[config.mk]
export PLATFORM = sky130hd
export DESIGN_NAME = spmm_stage_flat
export DESIGN_NICKNAME = d
export VERILOG_FILES = /design/src/logic/gat_pkg.sv /design/src/logic/gat_wh_if.sv /design/src/logic/spmm_stage.sv /design/src/flat_wrapper.sv
export SDC_FILE = /design/constraint.sdc
export NUM_CORES = 1
export LEC_CHECK = 0
export BUFFER_PORTS_ARGS = -buffer_cell sky130_fd_sc_hd__buf_2
export CAP_MARGIN = 25
export CORE_UTILIZATION = 60
export CTS_CLUSTER_SIZE = 25
export DETAILED_ROUTE_END_ITERATION = 8
export HOLD_SLACK_MARGIN = 0.15
export PLACE_DENSITY = 0.79
export SYNTH_ARGS = -nofsm -noshare
export SYNTH_HDL_FRONTEND = slang
export SYNTH_SLANG_ARGS = --single-unit
[constraint.sdc]
create_clock -name clk -period 7.15 [get_ports clk]
set_input_delay 0.3575 -clock clk [delete_from_list [all_inputs] [get_ports clk]]
set_output_delay 0.3575 -clock clk [all_outputs]
set_load 0.005 [all_outputs]
[src/logic/gat_pkg.sv]
/*
  Shared sizes, widths, memory layout and payload types for the
  first GAT attention layer. Modules import this package inside their
  body and use scoped names in their headers.
*/
`default_nettype none

package gat_pkg;

  // ==========================================================
  // Sizes
  // ==========================================================
  localparam int TOTAL_NODES       = 12;
  localparam int NUM_FEATURE_IN    = 8;
  localparam int NUM_FEATURE_OUT   = 4;
  localparam int H_NUM_SPARSE_DATA = 64;
  localparam int DATA_WIDTH        = 8;
  localparam int LEAKY_SHIFT       = 3;

  // ==========================================================
  // Derived widths
  // ==========================================================
  localparam int COL_IDX_WIDTH    = $clog2(NUM_FEATURE_IN);
  // Row length may equal NUM_FEATURE_IN
  localparam int ROW_LEN_WIDTH    = $clog2(NUM_FEATURE_IN + 1);
  localparam int WH_DATA_WIDTH    = 2 * DATA_WIDTH + $clog2(NUM_FEATURE_IN);
  localparam int COEF_WIDTH       = 32;

  // Weight rows, then a_src and a_nbr
  localparam int WEIGHT_DEPTH     = NUM_FEATURE_IN + 2;
  localparam int A_SRC_ROW        = NUM_FEATURE_IN;
  localparam int A_NBR_ROW        = NUM_FEATURE_IN + 1;

  localparam int H_DATA_ADDR_W    = $clog2(H_NUM_SPARSE_DATA);
  localparam int NODE_INFO_ADDR_W = $clog2(TOTAL_NODES);
  localparam int WEIGHT_ADDR_W    = $clog2(WEIGHT_DEPTH);
  localparam int FEAT_ADDR_W      = $clog2(TOTAL_NODES);

  // ==========================================================
  // Payload types
  // ==========================================================
  typedef logic signed [DATA_WIDTH-1:0]    data_t;
  typedef logic signed [WH_DATA_WIDTH-1:0] wh_t;
  typedef logic signed [COEF_WIDTH-1:0]    coef_t;

  typedef struct packed {
    data_t                    value;
    logic [COL_IDX_WIDTH-1:0] col;
  } h_entry_t;

  typedef struct packed {
    logic [ROW_LEN_WIDTH-1:0] row_len;
    logic                     first;
  } node_info_t;

  typedef data_t [NUM_FEATURE_OUT-1:0] wgt_row_t;
  typedef wh_t   [NUM_FEATURE_OUT-1:0] wh_row_t;

endpackage

`default_nettype wire

[src/logic/gat_wh_if.sv]
/*
  WH row link from the SpMM stage to the DMVM stage.
  valid is a one-cycle strobe per node; a_ready flows back as a level
  once the attention vectors are loaded.
*/
`default_nettype none

interface gat_wh_if;
  import gat_pkg::*;

  logic    valid;
  wh_row_t wh;
  logic    first;
  logic    a_ready;

  modport producer (output valid, output wh, output first, input a_ready);

  modport consumer (input valid, input wh, input first, output a_ready);

endinterface

`default_nettype wire

[src/logic/spmm_stage.sv]
/*
  Sparse row times weight matrix. Walks the nodes in order, streams
  each row's nonzeros from a running H pointer and accumulates value
  times weight row in parallel MACs. One WH row per node leaves on the
  producer side of the WH link, row length plus 3 cycles per node.
*/
`default_nettype none

module spmm_stage #(
  parameter int TOTAL_NODES    = 12,
  parameter int NUM_FEATURE_IN = 8
) (
  input  logic                                 clk,
  input  logic                                 rst,
  input  logic                                 h_data_load_done,
  input  logic                                 node_info_load_done,
  input  logic                                 wgt_load_done,
  output logic [gat_pkg::H_DATA_ADDR_W-1:0]    h_addr,
  input  gat_pkg::h_entry_t                    h_data,
  output logic [gat_pkg::NODE_INFO_ADDR_W-1:0] info_addr,
  input  gat_pkg::node_info_t                  info_data,
  output logic [gat_pkg::WEIGHT_ADDR_W-1:0]    wgt_addr,
  input  gat_pkg::wgt_row_t                    wgt_data,
  gat_wh_if.producer                           wh
);
  import gat_pkg::*;

  typedef enum logic [2:0] {S_IDLE, S_INFO, S_ROW, S_DRAIN, S_DONE} state_t;

  state_t                      state;
  logic [NODE_INFO_ADDR_W-1:0] node_idx;
  logic [H_DATA_ADDR_W-1:0]    h_ptr;
  logic [ROW_LEN_WIDTH-1:0]    row_cnt;
  logic                        drain_cnt;
  logic                        first_r;
  logic                        last_r;
  logic                        issue_d1;
  logic                        issue_d2;
  logic                        start;
  data_t                       val_d;
  wh_row_t                     acc;
  wh_row_t                     prod;
  wh_row_t                     sum_next;

  assign start     = h_data_load_done && node_info_load_done && wgt_load_done && wh.a_ready;
  assign info_addr = node_idx;
  assign h_addr    = h_ptr;
  // Column index picks the weight row
  assign wgt_addr  = WEIGHT_ADDR_W'(h_data.col);

  // ==========================================================
  // Node controller
  // ==========================================================
  always_ff @(posedge clk) begin
    if (rst) begin
      state     <= S_IDLE;
      node_idx  <= '0;
      h_ptr     <= '0;
      row_cnt   <= '0;
      drain_cnt <= 1'b0;
      wh.valid  <= 1'b0;
    end else begin
      wh.valid <= 1'b0;
      case (state)
        S_IDLE: begin
          if (start) begin
            state <= S_INFO;
          end
        end
        S_INFO: begin
          node_idx  <= node_idx + 1'b1;
          row_cnt   <= info_data.row_len;
          drain_cnt <= 1'b0;
          state     <= (info_data.row_len == '0) ? S_DRAIN : S_ROW;
        end
        S_ROW: begin
          h_ptr   <= h_ptr + 1'b1;
          row_cnt <= row_cnt - 1'b1;
          if (row_cnt == ROW_LEN_WIDTH'(1)) begin
            state <= S_DRAIN;
          end
        end
        S_DRAIN: begin
          drain_cnt <= 1'b1;
          if (drain_cnt) begin
            wh.valid <= 1'b1;
            state    <= last_r ? S_DONE : S_INFO;
          end
        end
        default: ;
      endcase
    end
  end

  always_ff @(posedge clk) begin
    if (state == S_INFO) begin
      first_r <= info_data.first;
      last_r  <= (node_idx == NODE_INFO_ADDR_W'(TOTAL_NODES - 1));
    end
  end

  // H read, then weight read, then MAC
  always_ff @(posedge clk) begin
    if (rst) begin
      issue_d1 <= 1'b0;
      issue_d2 <= 1'b0;
    end else begin
      issue_d1 <= (state == S_ROW);
      issue_d2 <= issue_d1;
    end
  end

  // ==========================================================
  // Multiply-accumulate lanes
  // ==========================================================
  always_comb begin
    for (int i = 0; i < NUM_FEATURE_OUT; i++) begin
      prod[i]     = val_d * wgt_data[i];
      sum_next[i] = acc[i] + (issue_d2 ? prod[i] : wh_t'(0));
    end
  end

  always_ff @(posedge clk) begin
    val_d <= h_data.value;
    if (state == S_INFO) begin
      acc <= '0;
    end else if (issue_d2) begin
      acc <= sum_next;
    end
    if (state == S_DRAIN && drain_cnt) begin
      wh.wh    <= sum_next;
      wh.first <= first_r;
    end
  end

  a_col_in_range: assert property (@(posedge clk) disable iff (rst)
    issue_d1 |-> (h_data.col < NUM_FEATURE_IN));

endmodule

`default_nettype wire

[src/flat_wrapper.sv]
// flat-port wrapper written by rule: the top's interface ports become plain ports
module spmm_stage_flat import gat_pkg::*;
#(
  parameter int TOTAL_NODES    = 12,
  parameter int NUM_FEATURE_IN = 8
)
  (clk, rst, h_data_load_done, node_info_load_done, wgt_load_done, h_addr, h_data, info_addr, info_data, wgt_addr, wgt_data, wh_valid, wh_wh, wh_first, wh_a_ready);
  gat_wh_if wh_i ();
  input  logic clk;
  input  logic rst;
  input  logic h_data_load_done;
  input  logic node_info_load_done;
  input  logic wgt_load_done;
  output logic [gat_pkg::H_DATA_ADDR_W-1:0] h_addr;
  input  gat_pkg::h_entry_t h_data;
  output logic [gat_pkg::NODE_INFO_ADDR_W-1:0] info_addr;
  input  gat_pkg::node_info_t info_data;
  output logic [gat_pkg::WEIGHT_ADDR_W-1:0] wgt_addr;
  input  gat_pkg::wgt_row_t wgt_data;
  output wire logic [$bits(wh_i.valid)-1:0] wh_valid;
  output wire logic [$bits(wh_i.wh)-1:0] wh_wh;
  output wire logic [$bits(wh_i.first)-1:0] wh_first;
  input wire logic [$bits(wh_i.a_ready)-1:0] wh_a_ready;
  assign wh_valid = wh_i.valid;
  assign wh_wh = wh_i.wh;
  assign wh_first = wh_i.first;
  assign wh_i.a_ready = wh_a_ready;
  spmm_stage #(.TOTAL_NODES(TOTAL_NODES), .NUM_FEATURE_IN(NUM_FEATURE_IN)) u_core (.clk(clk), .rst(rst), .h_data_load_done(h_data_load_done), .node_info_load_done(node_info_load_done), .wgt_load_done(wgt_load_done), .h_addr(h_addr), .h_data(h_data), .info_addr(info_addr), .info_data(info_data), .wgt_addr(wgt_addr), .wgt_data(wgt_data), .wh(wh_i));
endmodule
# Word-level counts from Yosys, hierarchy flattened
# Cells that the tools add are included.
[op_classes]
n_addsub = 7
multipliers = 4
div_mod_pow = 0
magnitude_cmp = 0
eq_ne = 8
shift = 0
mux = 13
bitwise_logic = 1
n_reduce_logical = 11
[ops]
columns = ["op", "n"]
rows = [
  ["adder 19 bit", 4],
  ["two-way mux 19 bit", 4],
  ["multiplier 8 x 8 -> 16 bit", 4],
  ["two-way mux 3 bit", 4],
  ["one-hot mux 3 bit (4 select lines)", 1],
  ["one-hot mux 4 bit (2 select lines)", 1],
  ["adder 6 x 1 -> 6 bit, second input constant", 1],
  ["equality test 3 x 2 -> 1 bit, second input constant", 2],
  ["!= test 2 x 1 -> 1 bit, second input constant", 3],
  ["adder 4 x 1 -> 4 bit, second input constant", 1],
  ["equality test 4 x 1 -> 1 bit, second input constant", 1],
  ["equality test 4 bit, second input constant", 1],
  ["logical AND 1 bit", 4],
  ["logical NOT 4 bit", 1],
  ["AND reduction 4 bit", 1],
  ["nonzero test 2 bit", 2],
  ["nonzero test 4 bit", 1],
  ["subtractor 4 x 1 -> 4 bit, second input constant", 1],
  ["equality test 3 x 1 -> 1 bit, second input constant", 1],
  ["logical NOT 3 bit", 1],
  ["two-way mux 1 bit", 2],
  ["one-hot mux 1 bit (2 select lines)", 1],
  ["OR reduction 2 bit", 1],
  ["NOT 1 bit", 1],
]
[word_totals]
ff_bits = 184
latchBits = 0
ram_bits = 0
rom_bits = 0
input_bits = 54
output_inout_bits = 92
n_memories = 0

# Logic depth before layout (Yosys ltp)
# Gate-level depths: netlist of the first run.
[depth]
ltp_word = 5
depth_mapped = 29
depth_no_buf = 27

# Worst setup path before layout of the first run
# OpenSTA, ideal clock, no wires.
[synth_path]
path_kind = "reg2reg"
from = "reg u_core.val_d[6]"
to = "reg u_core.wh.wh[18], data pin"
arrival_time_ps = 5749
required_time_ps = 6892
path_slack_ps = 1144
path_stages_with_launch = 26
path_buffers = 1
synth_period_minus_slack_ps = 6006
cell_sequence = "dfxtp_1 clkbuf_1 nand2_1 fa_1 inv_1 fa_1 fa_1 inv_1 fa_1 inv_1 ha_1 a2111oi_0 nor3_1 a221oi_2 a21oi_1 xnor2_2 and2_4 ha_1 a21o_1 a21oi_1 nor2b_1 nand2_1 o21ai_0 a21oi_2 xnor2_1 xnor2_1"
[synth_rtl]
columns = ["item", "line_no", "text"]
rows = [
  ["start, declared", "spmm_stage.sv:40", "data_t val_d;"],
  ["start signal, assigned", "spmm_stage.sv:124", "val_d <= h_data.value;"],
  ["end, declared", "gat_wh_if.sv:16", "modport producer (output valid, output wh, output first, input a_ready);"],
]

# Worst setup path in the final report of the first run
[layout_path]
from = "reg u_core.val_d[0]"
to = "reg u_core.acc[56] (netlist bit)"
[layout_between]
elab_chain_cells = 3
[layout_lines]
columns = ["item", "line_no", "text"]
rows = [
  ["multiplier 8 x 8 -> 16 bit", "spmm_stage.sv:118", "prod[i] = val_d * wgt_data[i];"],
  ["two-way mux 19 bit", "spmm_stage.sv:119", "sum_next[i] = acc[i] + (issue_d2 ? prod[i] : wh_t'(0));"],
  ["adder 19 bit", "spmm_stage.sv:119", ""],
  ["end signal, assigned", "spmm_stage.sv:128", "acc <= sum_next;"],
  ["end, declared", "spmm_stage.sv:41", "wh_row_t acc;"],
]
# No other way between the ends.
# A chain may end at the register's enable or synchronous reset.

==> summary.txt, run 1 <==
Final layout
  • Commonest non-fill, non-tap cell in the layout: inv_1
  • Fin nets: about 2,700
  • Most frequent cells in the layout: 352 x inv_1, 224 x fa_1, 193 x and2_1
  • Area delta synth->final: 9.46%
  • Share of post-route cells with drive strength above 1: 0.100

Power
  • Net Sw Frac: 0.433
  • Logic pwr share: 0.609
  • Share of power burned in registers: 0.220
  • Int Power: between 0.003 and 0.004 W
  • Design Power: a little under 0.006 W
  • Psw: roughly 0.0025 W
  • Max rail drop VDD: ~270 uV
  • Clk pwr share: 0.170
  • Pwr Density: approximately 270 mW/mm^2
  • Pleak: about 11 nW

Synth
  • Synthesized cell area: between 0.015 and 0.02 mm^2
  • YS warnings: 0
  • Sequential fraction of the synthesis area: 0.225
  • Synth top area cells: fa_1 23%, ha_1 12%, edfxtp_1 12%, dfxtp_1 11%, inv_1 6.7%
  • Mapped Cells: ~2,100
  • Share of the synthesized area in the top cell type: 0.226
  • Synthesized flop and latch total: roughly 180
  • Asr flop ratio synth: 0
  • Average size of a mapped cell: about 9.4 um^2
  • Number of synthesized flops with an enable pin: 79
  • Cell taking the most area after synthesis: fa_1
  • Unique masters post-synth: 73
  • Syn Nets: ~2,600
  • Main synth FF type: dfxtp_1

STA
  • Final Slew Violations: 0
  • Relative slew slack: 0.290
  • Setup Viol. Count Final: 0
  • Post-Route Setup TNS: 0 ns
  • Period utilization: 0.933
  • Crit path time final: between 6 and 7 ns
  • RSZ-0062 raised after global routing: false
  • Clock Skew: roughly 0.024 ns
  • Final Hold Viols: 0
  • Max Fclk: 150 MHz
  • Worst-margin pin slew: roughly 1.1 ns

Critical path
  • Worst EP arrival: about 7.0 ns
  • CP Capture Type: flop
  • CP Launch Type: flop
  • CP most frequent cell: fa_1
  • Crit-path slowest cell: dfxtp_1
  • Data required time at the worst endpoint: ~7.5 ns
  • WS Path Type: flop to flop
  • Max incr delay on CP: around 1 ns
  • Worst path top cell family by delay: adder cells
  • Worst-path fanout max: 22
  • Worst path bufs/invs: 3

Placed design
  • DP HPWL: ~33 mm
  • IO Port Bufs: 138
  • Routability Congestion: a little over 0.9

Die
  • Core area: around 0.033 mm^2
  • Die Y: around 180 um
  • I/O pins: approximately 150
  • Die W: 184 um
  • Die area: roughly 0.034 mm^2
  • Initial core utilization: 0.611
  • Num rows: 66

Global route
  • Global-route wire length before repair: slightly above 70 mm
  • Largest net degree at the start of global routing: 81
  • GRT Overall Usage: 0.264
  • Total grt overflow: 0
  • Vias in the first global route: 14,700
  • Initial antenna violation count: 2

Drt
  • WL/cell: around 16 um
  • Starting DRT DRC Count: roughly 760
  • First drt pass iteration count: 5
  • WL final: between 40 and 50 mm
  • Vias post-DR: between 10,000 and 15,000
  • Number of remaining DRC errors: 0
  • Vias per cell: approximately 5.4
  • DRT antenna net count: 0

Hold path
  • Hold crit path type: primary input to flop

Run
  • Max_cap viols: 0

Status
  • Status: complete, no violations

CTS
  • Root buffer cell: clkbuf_16
  • Post-CTS Setup Bufs: 0
  • CTS tree: built
  • Num CTS Buffers: 17
  • CTS clk-pin slew, worst paths: ~0.08 ns
  • CTS sink count: 184
  • H-Tree Depth: 4
  • Worst skew pair latency: roughly 0.46 ns
  • Max Root-Sink Buffers: 2
[power by group through the flow]
stage / Clock, W / Combinational [W] / Sequential (W)
3_5_place_dp: 0 / 0.00347 / 0.00129
6_report: 0.000984 / 0.00352 / 0.00127
5_1_grt: 0.00104 / 0.00397 / 0.00128
2_1_floorplan: 0 / 0.00271 / 0.00126
4_1_cts: 0.00100 / 0.00351 / 0.00127
3_3_place_gp: 0 / 0.00336 / 0.00128
[what timing repair did]
action                     CTS  global route
hold endpoints to repair    10             0
resized for setup            0             3
hold buffers                10             0
setup endpoints to repair    0             8
[state kept, by name, summed over array words and instances (netlist names), 3 cells and up]
| signal | count |
|---|---|
| u_core.acc | 76 |
| u_core.h_addr | 6 |
| u_core.info_addr | 4 |
| u_core.row_cnt | 4 |
| u_core.state | 3 |
| u_core.val_d | 8 |
| u_core.wh.wh | 76 |
[worst paths after layout]
check	start	end	slack (ns)	cells past startpoint
worst min-delay path	info_data[2]	u_core.row_cnt[1]	0.20	3
worst min register to register	u_core.first_r	u_core.wh.first	0.43	0
worst max-delay path	u_core.val_d[0]	u_core.acc[56]	0.48	26
worst max register to register	u_core.val_d[0]	u_core.acc[56]	0.48	26
[Yosys cell counts, types with 34 or more instances]
cell type  number
a21o_1         42
a21oi_1        77
and2_1        193
clkbuf_1       54
dfxtp_1       105
edfxtp_1       79
fa_1          224
ha_1          192
inv_1         353
mux2i_1        53
nand2_1       115
nor2_1        161
nor2b_1        41
nor3_1         37
o21ai_0        34
xnor2_1        87
xor2_1         43
[stage by stage]
step | instance area, um^2 | hold slack (ns) | instances | worst slack (ns) | util
6_report | 21800 | 0.203 | 2697 | 0.477 | 0.669
5_1_grt | 21800 | 0.230 | 2695 | 0.00297 | 0.669
4_1_cts | 21700 | 0.177 | 2693 | 0.319 | 0.667
3_5_place_dp | 21000 | 0.406 | 2651 | 0.352 | 0.646
3_3_place_gp | 21000 | 0.403 | 2651 | 0.567 | 0.646
2_1_floorplan | 19900 | 0.385 | 2120 | 1.14 | -
[logic make-up (layout without fill, tap and decap cells)]
group                      after synthesis  count (layout)  share of synthesized area
and+or+nand+nor                        630             630                      0.162
buffers and inverters                  419             552                     0.0800
adders and majority gates              416             416                      0.346
AOI/OAI and AO/OA                      279             279                     0.0969
DFF                                    184             184                      0.225
xor gates and xnor gates               134             134                     0.0605
muxes                                   57              57                     0.0289
other                                    1               3                   0.000189
[routing by layer]
| layer | vias to the layer above | GRT usage | part of all wire |
|---|---|---|---|
| met2 | 428 | 0.414 | 0.45 |
| met5 | - | 0 | 0.00019 |
| met4 | 2 | 0.0640 | 0.016 |
| met1 | 7121 | 0.377 | 0.47 |
| met3 | 49 | 0.0497 | 0.062 |
| li1 | 7069 | - | - |
[worst reg2reg max path: stages (launching register included)]
cell and delay [ns]:
dfxtp_1 1.03, nand2b_1 0.24, fa_1 0.43, fa_1 0.50
inv_1 0.05, fa_1 0.47, inv_1 0.05, fa_1 0.47
inv_1 0.04, ha_1 0.30, o21ai_0 0.14, o21bai_1 0.11
a21o_1 0.20, nand2_1 0.08, nand2b_1 0.06, a21oi_1 0.17
xor2_1 0.16, nor2_1 0.08, ha_1 0.43, a21o_1 0.21
a311oi_1 0.41, nand2_1 0.10, o21ai_1 0.19, a21oi_1 0.14
xor2_1 0.22, a21oi_1 0.11, a31o_1 0.21
[final cells by class]
cell class / count / area, um^2
antenna: 2 / 5.00
clock buffer: 21 / 472
clock inverter: 11 / 135
fill: 2611 / 10800
inverter: 354 / 1330
multi-input combinational: 1517 / 13800
sequential: 184 / 4480
tap: 442 / 553
timing repair buffer: 166 / 966
Power figures use the tool's default switching activity.
==> inputs of run 2 (changes only) <==
--- a/config.mk
+++ b/config.mk
@@ -7,7 +7,7 @@
 export LEC_CHECK = 0
 export BUFFER_PORTS_ARGS = -buffer_cell sky130_fd_sc_hd__buf_2
 export CAP_MARGIN = 25
-export CORE_UTILIZATION = 60
+export CORE_UTILIZATION = 57
 export CTS_CLUSTER_SIZE = 25
 export DETAILED_ROUTE_END_ITERATION = 8
 export HOLD_SLACK_MARGIN = 0.15
==> constraint.sdc (replaced) <==
create_clock -name clk -period 5.9 [get_ports clk]
set_input_delay 0.295 -clock clk [delete_from_list [all_inputs] [get_ports clk]]
set_output_delay 0.295 -clock clk [all_outputs]
set_load 0.005 [all_outputs]
==> run 2 against run 1 <==
Cell area grew 14%. Sequential share of layout area shrank 2.4 points. Largest power group unchanged. The run now ends with setup timing left. Clock power grew 18%. Sequential cell count is the same. Final cell count grew 8.3%. Maximum frequency grew 8.9%. Sequential power grew 21%.
==> summary.txt, run 2 (synthesized netlist as in run 1, its figures left out) <==
Status
  • Status: finished with violations
  • Failing checks: setup timing

STA
  • Post-Route Setup TNS: -1.62 ns
  • Max Fclk: 163 MHz
  • Slack of the critical path: -0.229 ns
  • Setup Viol. Count Final: 18
  • Worst-margin pin slew: 0.792 ns
  • Crit path time final: around 6.1 ns
  • RSZ-0062 raised after global routing: true
  • Worst hold slack: around 0.23 ns
  • Clock Skew: between 0.02 and 0.025 ns
  • Final Slew Violations: 0
  • Period utilization: 1.04
  • Relative slew slack: 0.472
  • Final Hold Viols: 0

CTS
  • Num CTS Buffers: 17
  • CTS sink count: 184
  • Max Root-Sink Buffers: 2
  • H-Tree Depth: 4
  • CTS clk-pin slew, worst paths: 0.09 ns
  • CTS tree: built
  • Worst skew pair latency: between 0.4 and 0.5 ns
  • Root buffer cell: clkbuf_16

Global route
  • Global-route wire length before repair: around 81 mm
  • Initial antenna violation count: 4
  • Vias in the first global route: approximately 17,000
  • Largest net degree at the start of global routing: between 80 and 90
  • Total grt overflow: 0
  • GRT Overall Usage: 0.283

Final layout
  • FF+latch area: 0.00450 mm^2
  • Largest regs: u_core.acc: 76 flops, u_core.wh.wh: 76 flops, u_core.val_d: 8 flops
  • Area occupied by multi-input gates: 0.0150 mm^2
  • Commonest non-fill, non-tap cell in the layout: inv_1
  • Most frequent cells in the layout: 327 x inv_1, 206 x fa_1, 196 x buf_4
  • Area delta synth->final: 24.6%
  • Fin nets: 2,919
  • Share of post-route cells with drive strength above 1: 0.262
  • # fillers: 2,308

Power
  • Pleak: ~12 nW
  • Max rail drop VDD: roughly 340 uV
  • Share of power burned in registers: 0.170
  • Logic pwr share: 0.702
  • Net Sw Frac: 0.436
  • Int Power: 0.00511 W
  • Pwr Density: between 300 and 400 mW/mm^2
  • Clk pwr share: 0.128
  • Psw: 0.00395 W

Placed design
  • DP HPWL: approximately 36 mm
  • Routability Congestion: around 0.90
  • IO Port Bufs: approximately 140
  • Dpl ws: -0.334 ns

Run
  • Max_cap viols: 0

Die
  • Die Y: ~190 um
  • Num rows: 68
  • Die W: between 150 and 200 um
  • I/O pins: 146
  • Die area: between 0.03 and 0.04 mm^2
  • Core area: about 0.034 mm^2
  • Initial core utilization: 0.577

Critical path
  • Worst EP arrival: ~6.3 ns
  • WS Path Type: flop to flop
  • Worst-path fanout max: 5
  • Data required time at the worst endpoint: ~6 ns
  • CP Launch Type: flop
  • Max incr delay on CP: between 0.5 and 0.6 ns
  • Crit-path slowest cell: fa_1
  • CP Capture Type: flop

Drt
  • First drt pass iteration count: 5
  • DRT antenna net count: 0
  • WL final: approximately 54 mm
  • Vias post-DR: roughly 16,000
  • Starting DRT DRC Count: ~1,300
  • Vias per cell: approximately 5.6
  • Number of remaining DRC errors: 0
  • WL/cell: approximately 18 um

Hold path
  • Hold crit path type: primary input to flop
run 2: cell count changes in the layout (fill, tap and decap cells not counted), sizes merged:
cell and change:
buf +204, bufinv -2, clkinv +2, clkinvlp -2
diode +2, dlygate4sd3 +3, inv +4
run 2: worst paths after layout:
path                                       from               end  slack, ns  depth (start not counted)
worst max-delay path            u_core.val_d[6]  u_core.wh.wh[18]      -0.23                         27
worst max register to register  u_core.val_d[6]  u_core.wh.wh[18]      -0.23                         27
worst min register to register   u_core.first_r   u_core.wh.first       0.43                          0
worst min-delay path                        rst   u_core.state[0]       0.23                          2
run 2: timing repair:
item                                    CTS  global route
gates resized for setup                 113           167
endpoints found under the hold margin    13             0
endpoints found under the setup margin   36            51
setup buffers                            19            33
pin swaps                                73           123
cloned                                    4             3
hold buffers                             13             0
run 2: per-layer routing:
metal  up-vias  track usage  wire, um
met4         4        0.106      1680
met3       133       0.0395      3540
met1      8038        0.372     22200
met5         -            0        22
met2       689        0.474     26200
li1       7499            -         -
run 2: stage by stage:
step                      area, um^2   util  instances  total power (W)
after floorplan                19900      -       2120          0.00481
after global placement         22300  0.646       2817          0.00616
after detailed placement       22300  0.646       2817          0.00638
after CTS                      23800  0.690       2884          0.00817
after global routing           24800  0.719       2918          0.00965
final                          24800  0.719       2921          0.00906
run 2: area by class of cell:
type | instances | share of cell area
multi-input cells | 1517 | 0.605
flip-flops and latches | 184 | 0.182
repair buffers | 375 | 0.112
inverters | 354 | 0.0536
well taps | 455 | 0.0230
clock buffers | 19 | 0.0183
clock inverters | 13 | 0.00520
diodes | 4 | 0.000404
run 2: power groups by stage:
stage	clock, W	sequential [W]	combinational, W
after global placement	0	0.00155	0.00461
after global routing	0.00121	0.00155	0.00688
after CTS	0.00116	0.00153	0.00547
after detailed placement	0	0.00155	0.00483
after floorplan	0	0.00153	0.00328
final	0.00116	0.00154	0.00636
run 2: worst max-delay path: cells and delay by family (launching register included):
| family | cells | cell delay, ns |
|---|---|---|
| AOI/OAI and AO/OA | 5 | 0.93 |
| and+or+nand+nor | 4 | 0.52 |
| adders and majority gates | 6 | 2.67 |
| xor gates and xnor gates | 3 | 0.45 |
| buffers and inverters | 9 | 0.88 |
| DFF | 1 | 0.41 |
==> inputs of run 3 (changes only) <==
--- a/config.mk
+++ b/config.mk
@@ -12,6 +12,7 @@
 export DETAILED_ROUTE_END_ITERATION = 8
 export HOLD_SLACK_MARGIN = 0.15
 export PLACE_DENSITY = 0.79
+export SETUP_SLACK_MARGIN = 0.1
 export SYNTH_ARGS = -nofsm -noshare
 export SYNTH_HDL_FRONTEND = slang
 export SYNTH_SLANG_ARGS = --single-unit
==> run 3 against run 2 <==
The run still ends with setup timing left. Count of clock-buffer cells in the layout is 2 lower. Worst hold slack better by 0.0051 ns. Via count is 1.0% lower. Non-clock buffer count is 13 lower. Maximum frequency is 0.45% higher. Critical path depth is 3 lower. Final cell count is 0.45% lower. Register-to-register slack better by 0.03 ns. Routed wire length is 4.1% lower. Largest cell class unchanged. Highest routed layer unchanged.
==> summary.txt, run 3 (synthesized netlist as in run 1, its figures left out) <==
Power
  • Max rail drop VDD: ~300 uV
  • Pwr Density: ~370 mW/mm^2
  • Design Power: 0.00917 W
  • Pleak: 11.8 nW

STA
  • Worst-margin pin slew: 0.962 ns
  • Relative slew slack: 0.359
  • Max Fclk: 164 MHz
  • RSZ-0062 raised after global routing: true
  • Post-Route Setup TNS: -1.55 ns
  • Final Hold Viols: 0
  • Period utilization: 1.03
  • Slack of the critical path: -0.201 ns
  • Final Slew Violations: 0
  • Clock Skew: about 0.021 ns
  • Worst hold slack: around 0.23 ns
  • Setup Viol. Count Final: 20
  • Crit path time final: slightly above 6 ns

Run
  • Max_cap viols: 0

Global route
  • Largest net degree at the start of global routing: between 80 and 90
  • Global-route wire length before repair: approximately 80 mm
  • Initial antenna violation count: 5
  • Vias in the first global route: approximately 16,000
  • GRT Overall Usage: 0.281
  • Total grt overflow: 0

Critical path
  • Crit path cell chain: clkbuf_16 > buf_4 > nor2b_2 > fa_1 > fa_1 > fa_1 > inv_1 > fa_1 > inv_1 > ha_4 > a2111oi_4 > o21ai_2 > a221oi_2 > xor2_1 > nor2_1 > ha_1 > buf_4 > a311oi_4 > nand2_1 > o21ai_2 > a21oi_2 > xor2_1 > buf_4 > a31o_1
  • Worst reg2reg path depth: 24
  • Worst EP arrival: between 6 and 7 ns
  • Crit-path slowest cell: fa_1
  • WS Path Type: flop to flop
  • CP Capture Type: flop
  • Worst-path fanout max: 14
  • CP Launch Type: flop
  • CP most frequent cell: fa_1
  • Max incr delay on CP: slightly below 0.5 ns
  • Data required time at the worst endpoint: 6.26 ns

Drt
  • DRT antenna net count: 0
  • First drt pass iteration count: 6
  • WL/cell: ~18 um
  • Starting DRT DRC Count: between 1,000 and 1,500
  • Vias post-DR: 16,200
  • WL final: about 51 mm
  • Number of remaining DRC errors: 0
  • Vias per cell: around 5.6

Status
  • Failing checks: setup timing
  • Status: finished with violations

Placed design
  • Dpl ws: -0.239 ns
  • DP Area: approximately 0.022 mm^2
  • Routability Congestion: roughly 0.93
  • DP HPWL: 36.1 mm
  • IO Port Bufs: roughly 140

Final layout
  • Fin nets: 2,906
  • Commonest non-fill, non-tap cell in the layout: inv_1
  • Largest regs: u_core.acc: 76 flops, u_core.wh.wh: 76 flops, u_core.val_d: 8 flops
  • Post-route cell area: 0.0247 mm^2
  • Area delta synth->final: 24.1%
  • Share of post-route cells with drive strength above 1: 0.255
  • Most frequent cells in the layout: 330 x inv_1, 210 x fa_1, 188 x buf_4

CTS
  • Num CTS Buffers: 17
  • CTS tree: built
  • CTS clk-pin slew, worst paths: approximately 0.090 ns
  • CTS sink count: about 180
  • Worst skew pair latency: ~0.47 ns
  • Max Root-Sink Buffers: 2
  • H-Tree Depth: 4
  • Root buffer cell: clkbuf_16

Die
  • Core area: 0.0345 mm^2
  • Die area: 0.0356 mm^2
  • I/O pins: 146
  • Die Y: ~190 um
  • Die W: 189 um
  • Initial core utilization: 0.577
  • Num rows: between 60 and 70

Hold path
  • WHS Path Cells: 2
  • Hold crit path type: primary input to flop
==> run 3: worst paths after layout <==
kind                   start         endpoint  slack, ns
max          u_core.val_d[3]   u_core.acc[56]      -0.20
min                      rst  u_core.state[2]       0.23
max reg2reg  u_core.val_d[3]   u_core.acc[56]      -0.20
min reg2reg   u_core.first_r  u_core.wh.first       0.42
==> run 3: power breakdown <==
part	internal (W)	switching (W)
Clock	0.000566	0.000586
Combinational	0.00318	0.00330
Sequential	0.00145	0.0000863
==> run 3: area by class of cell <==
type | count | area [um^2]
multi-input combinational | 1517 | 15000
fill | 2319 | 9770
sequential | 184 | 4500
timing repair buffer | 362 | 2660
inverter | 354 | 1330
tap | 455 | 569
clock buffer | 17 | 425
clock inverter | 15 | 151
antenna | 4 | 10.0
==> run 3: what timing repair did <==
item | CTS | global route
hold buffers | 13 | 0
pin swaps | 15 | 89
endpoints found under the hold margin | 13 | 0
setup buffers | 14 | 28
gates resized for setup | 143 | 130
setup endpoints to repair | 41 | 51
gates cloned | 5 | 1
==> run 3: worst max-delay path, delay by kind of cell (launching register included) <==
| family | cells | cell delay (ns) |
|---|---|---|
| compound gates | 7 | 1.54 |
| xor+xnor | 2 | 0.42 |
| fa+ha+maj | 6 | 2.54 |
| buf+inv | 6 | 0.75 |
| flops | 1 | 0.38 |
| simple gates | 3 | 0.32 |
==> run 3: per-layer routing <==
layer,GRT usage,share of wire,vias up
met1,0.375,0.43,7933
met4,0.0974,0.027,6
met5,0,0.00076,-
li1,-,-,7478
met3,0.0454,0.066,123
met2,0.465,0.48,659
==> run 3: through the flow <==
step | utilization | std cells
after floorplan | - | 2120
after global placement | 0.645 | 2810
after detailed placement | 0.645 | 2810
after CTS | 0.690 | 2874
after global routing | 0.716 | 2904
final | 0.716 | 2908
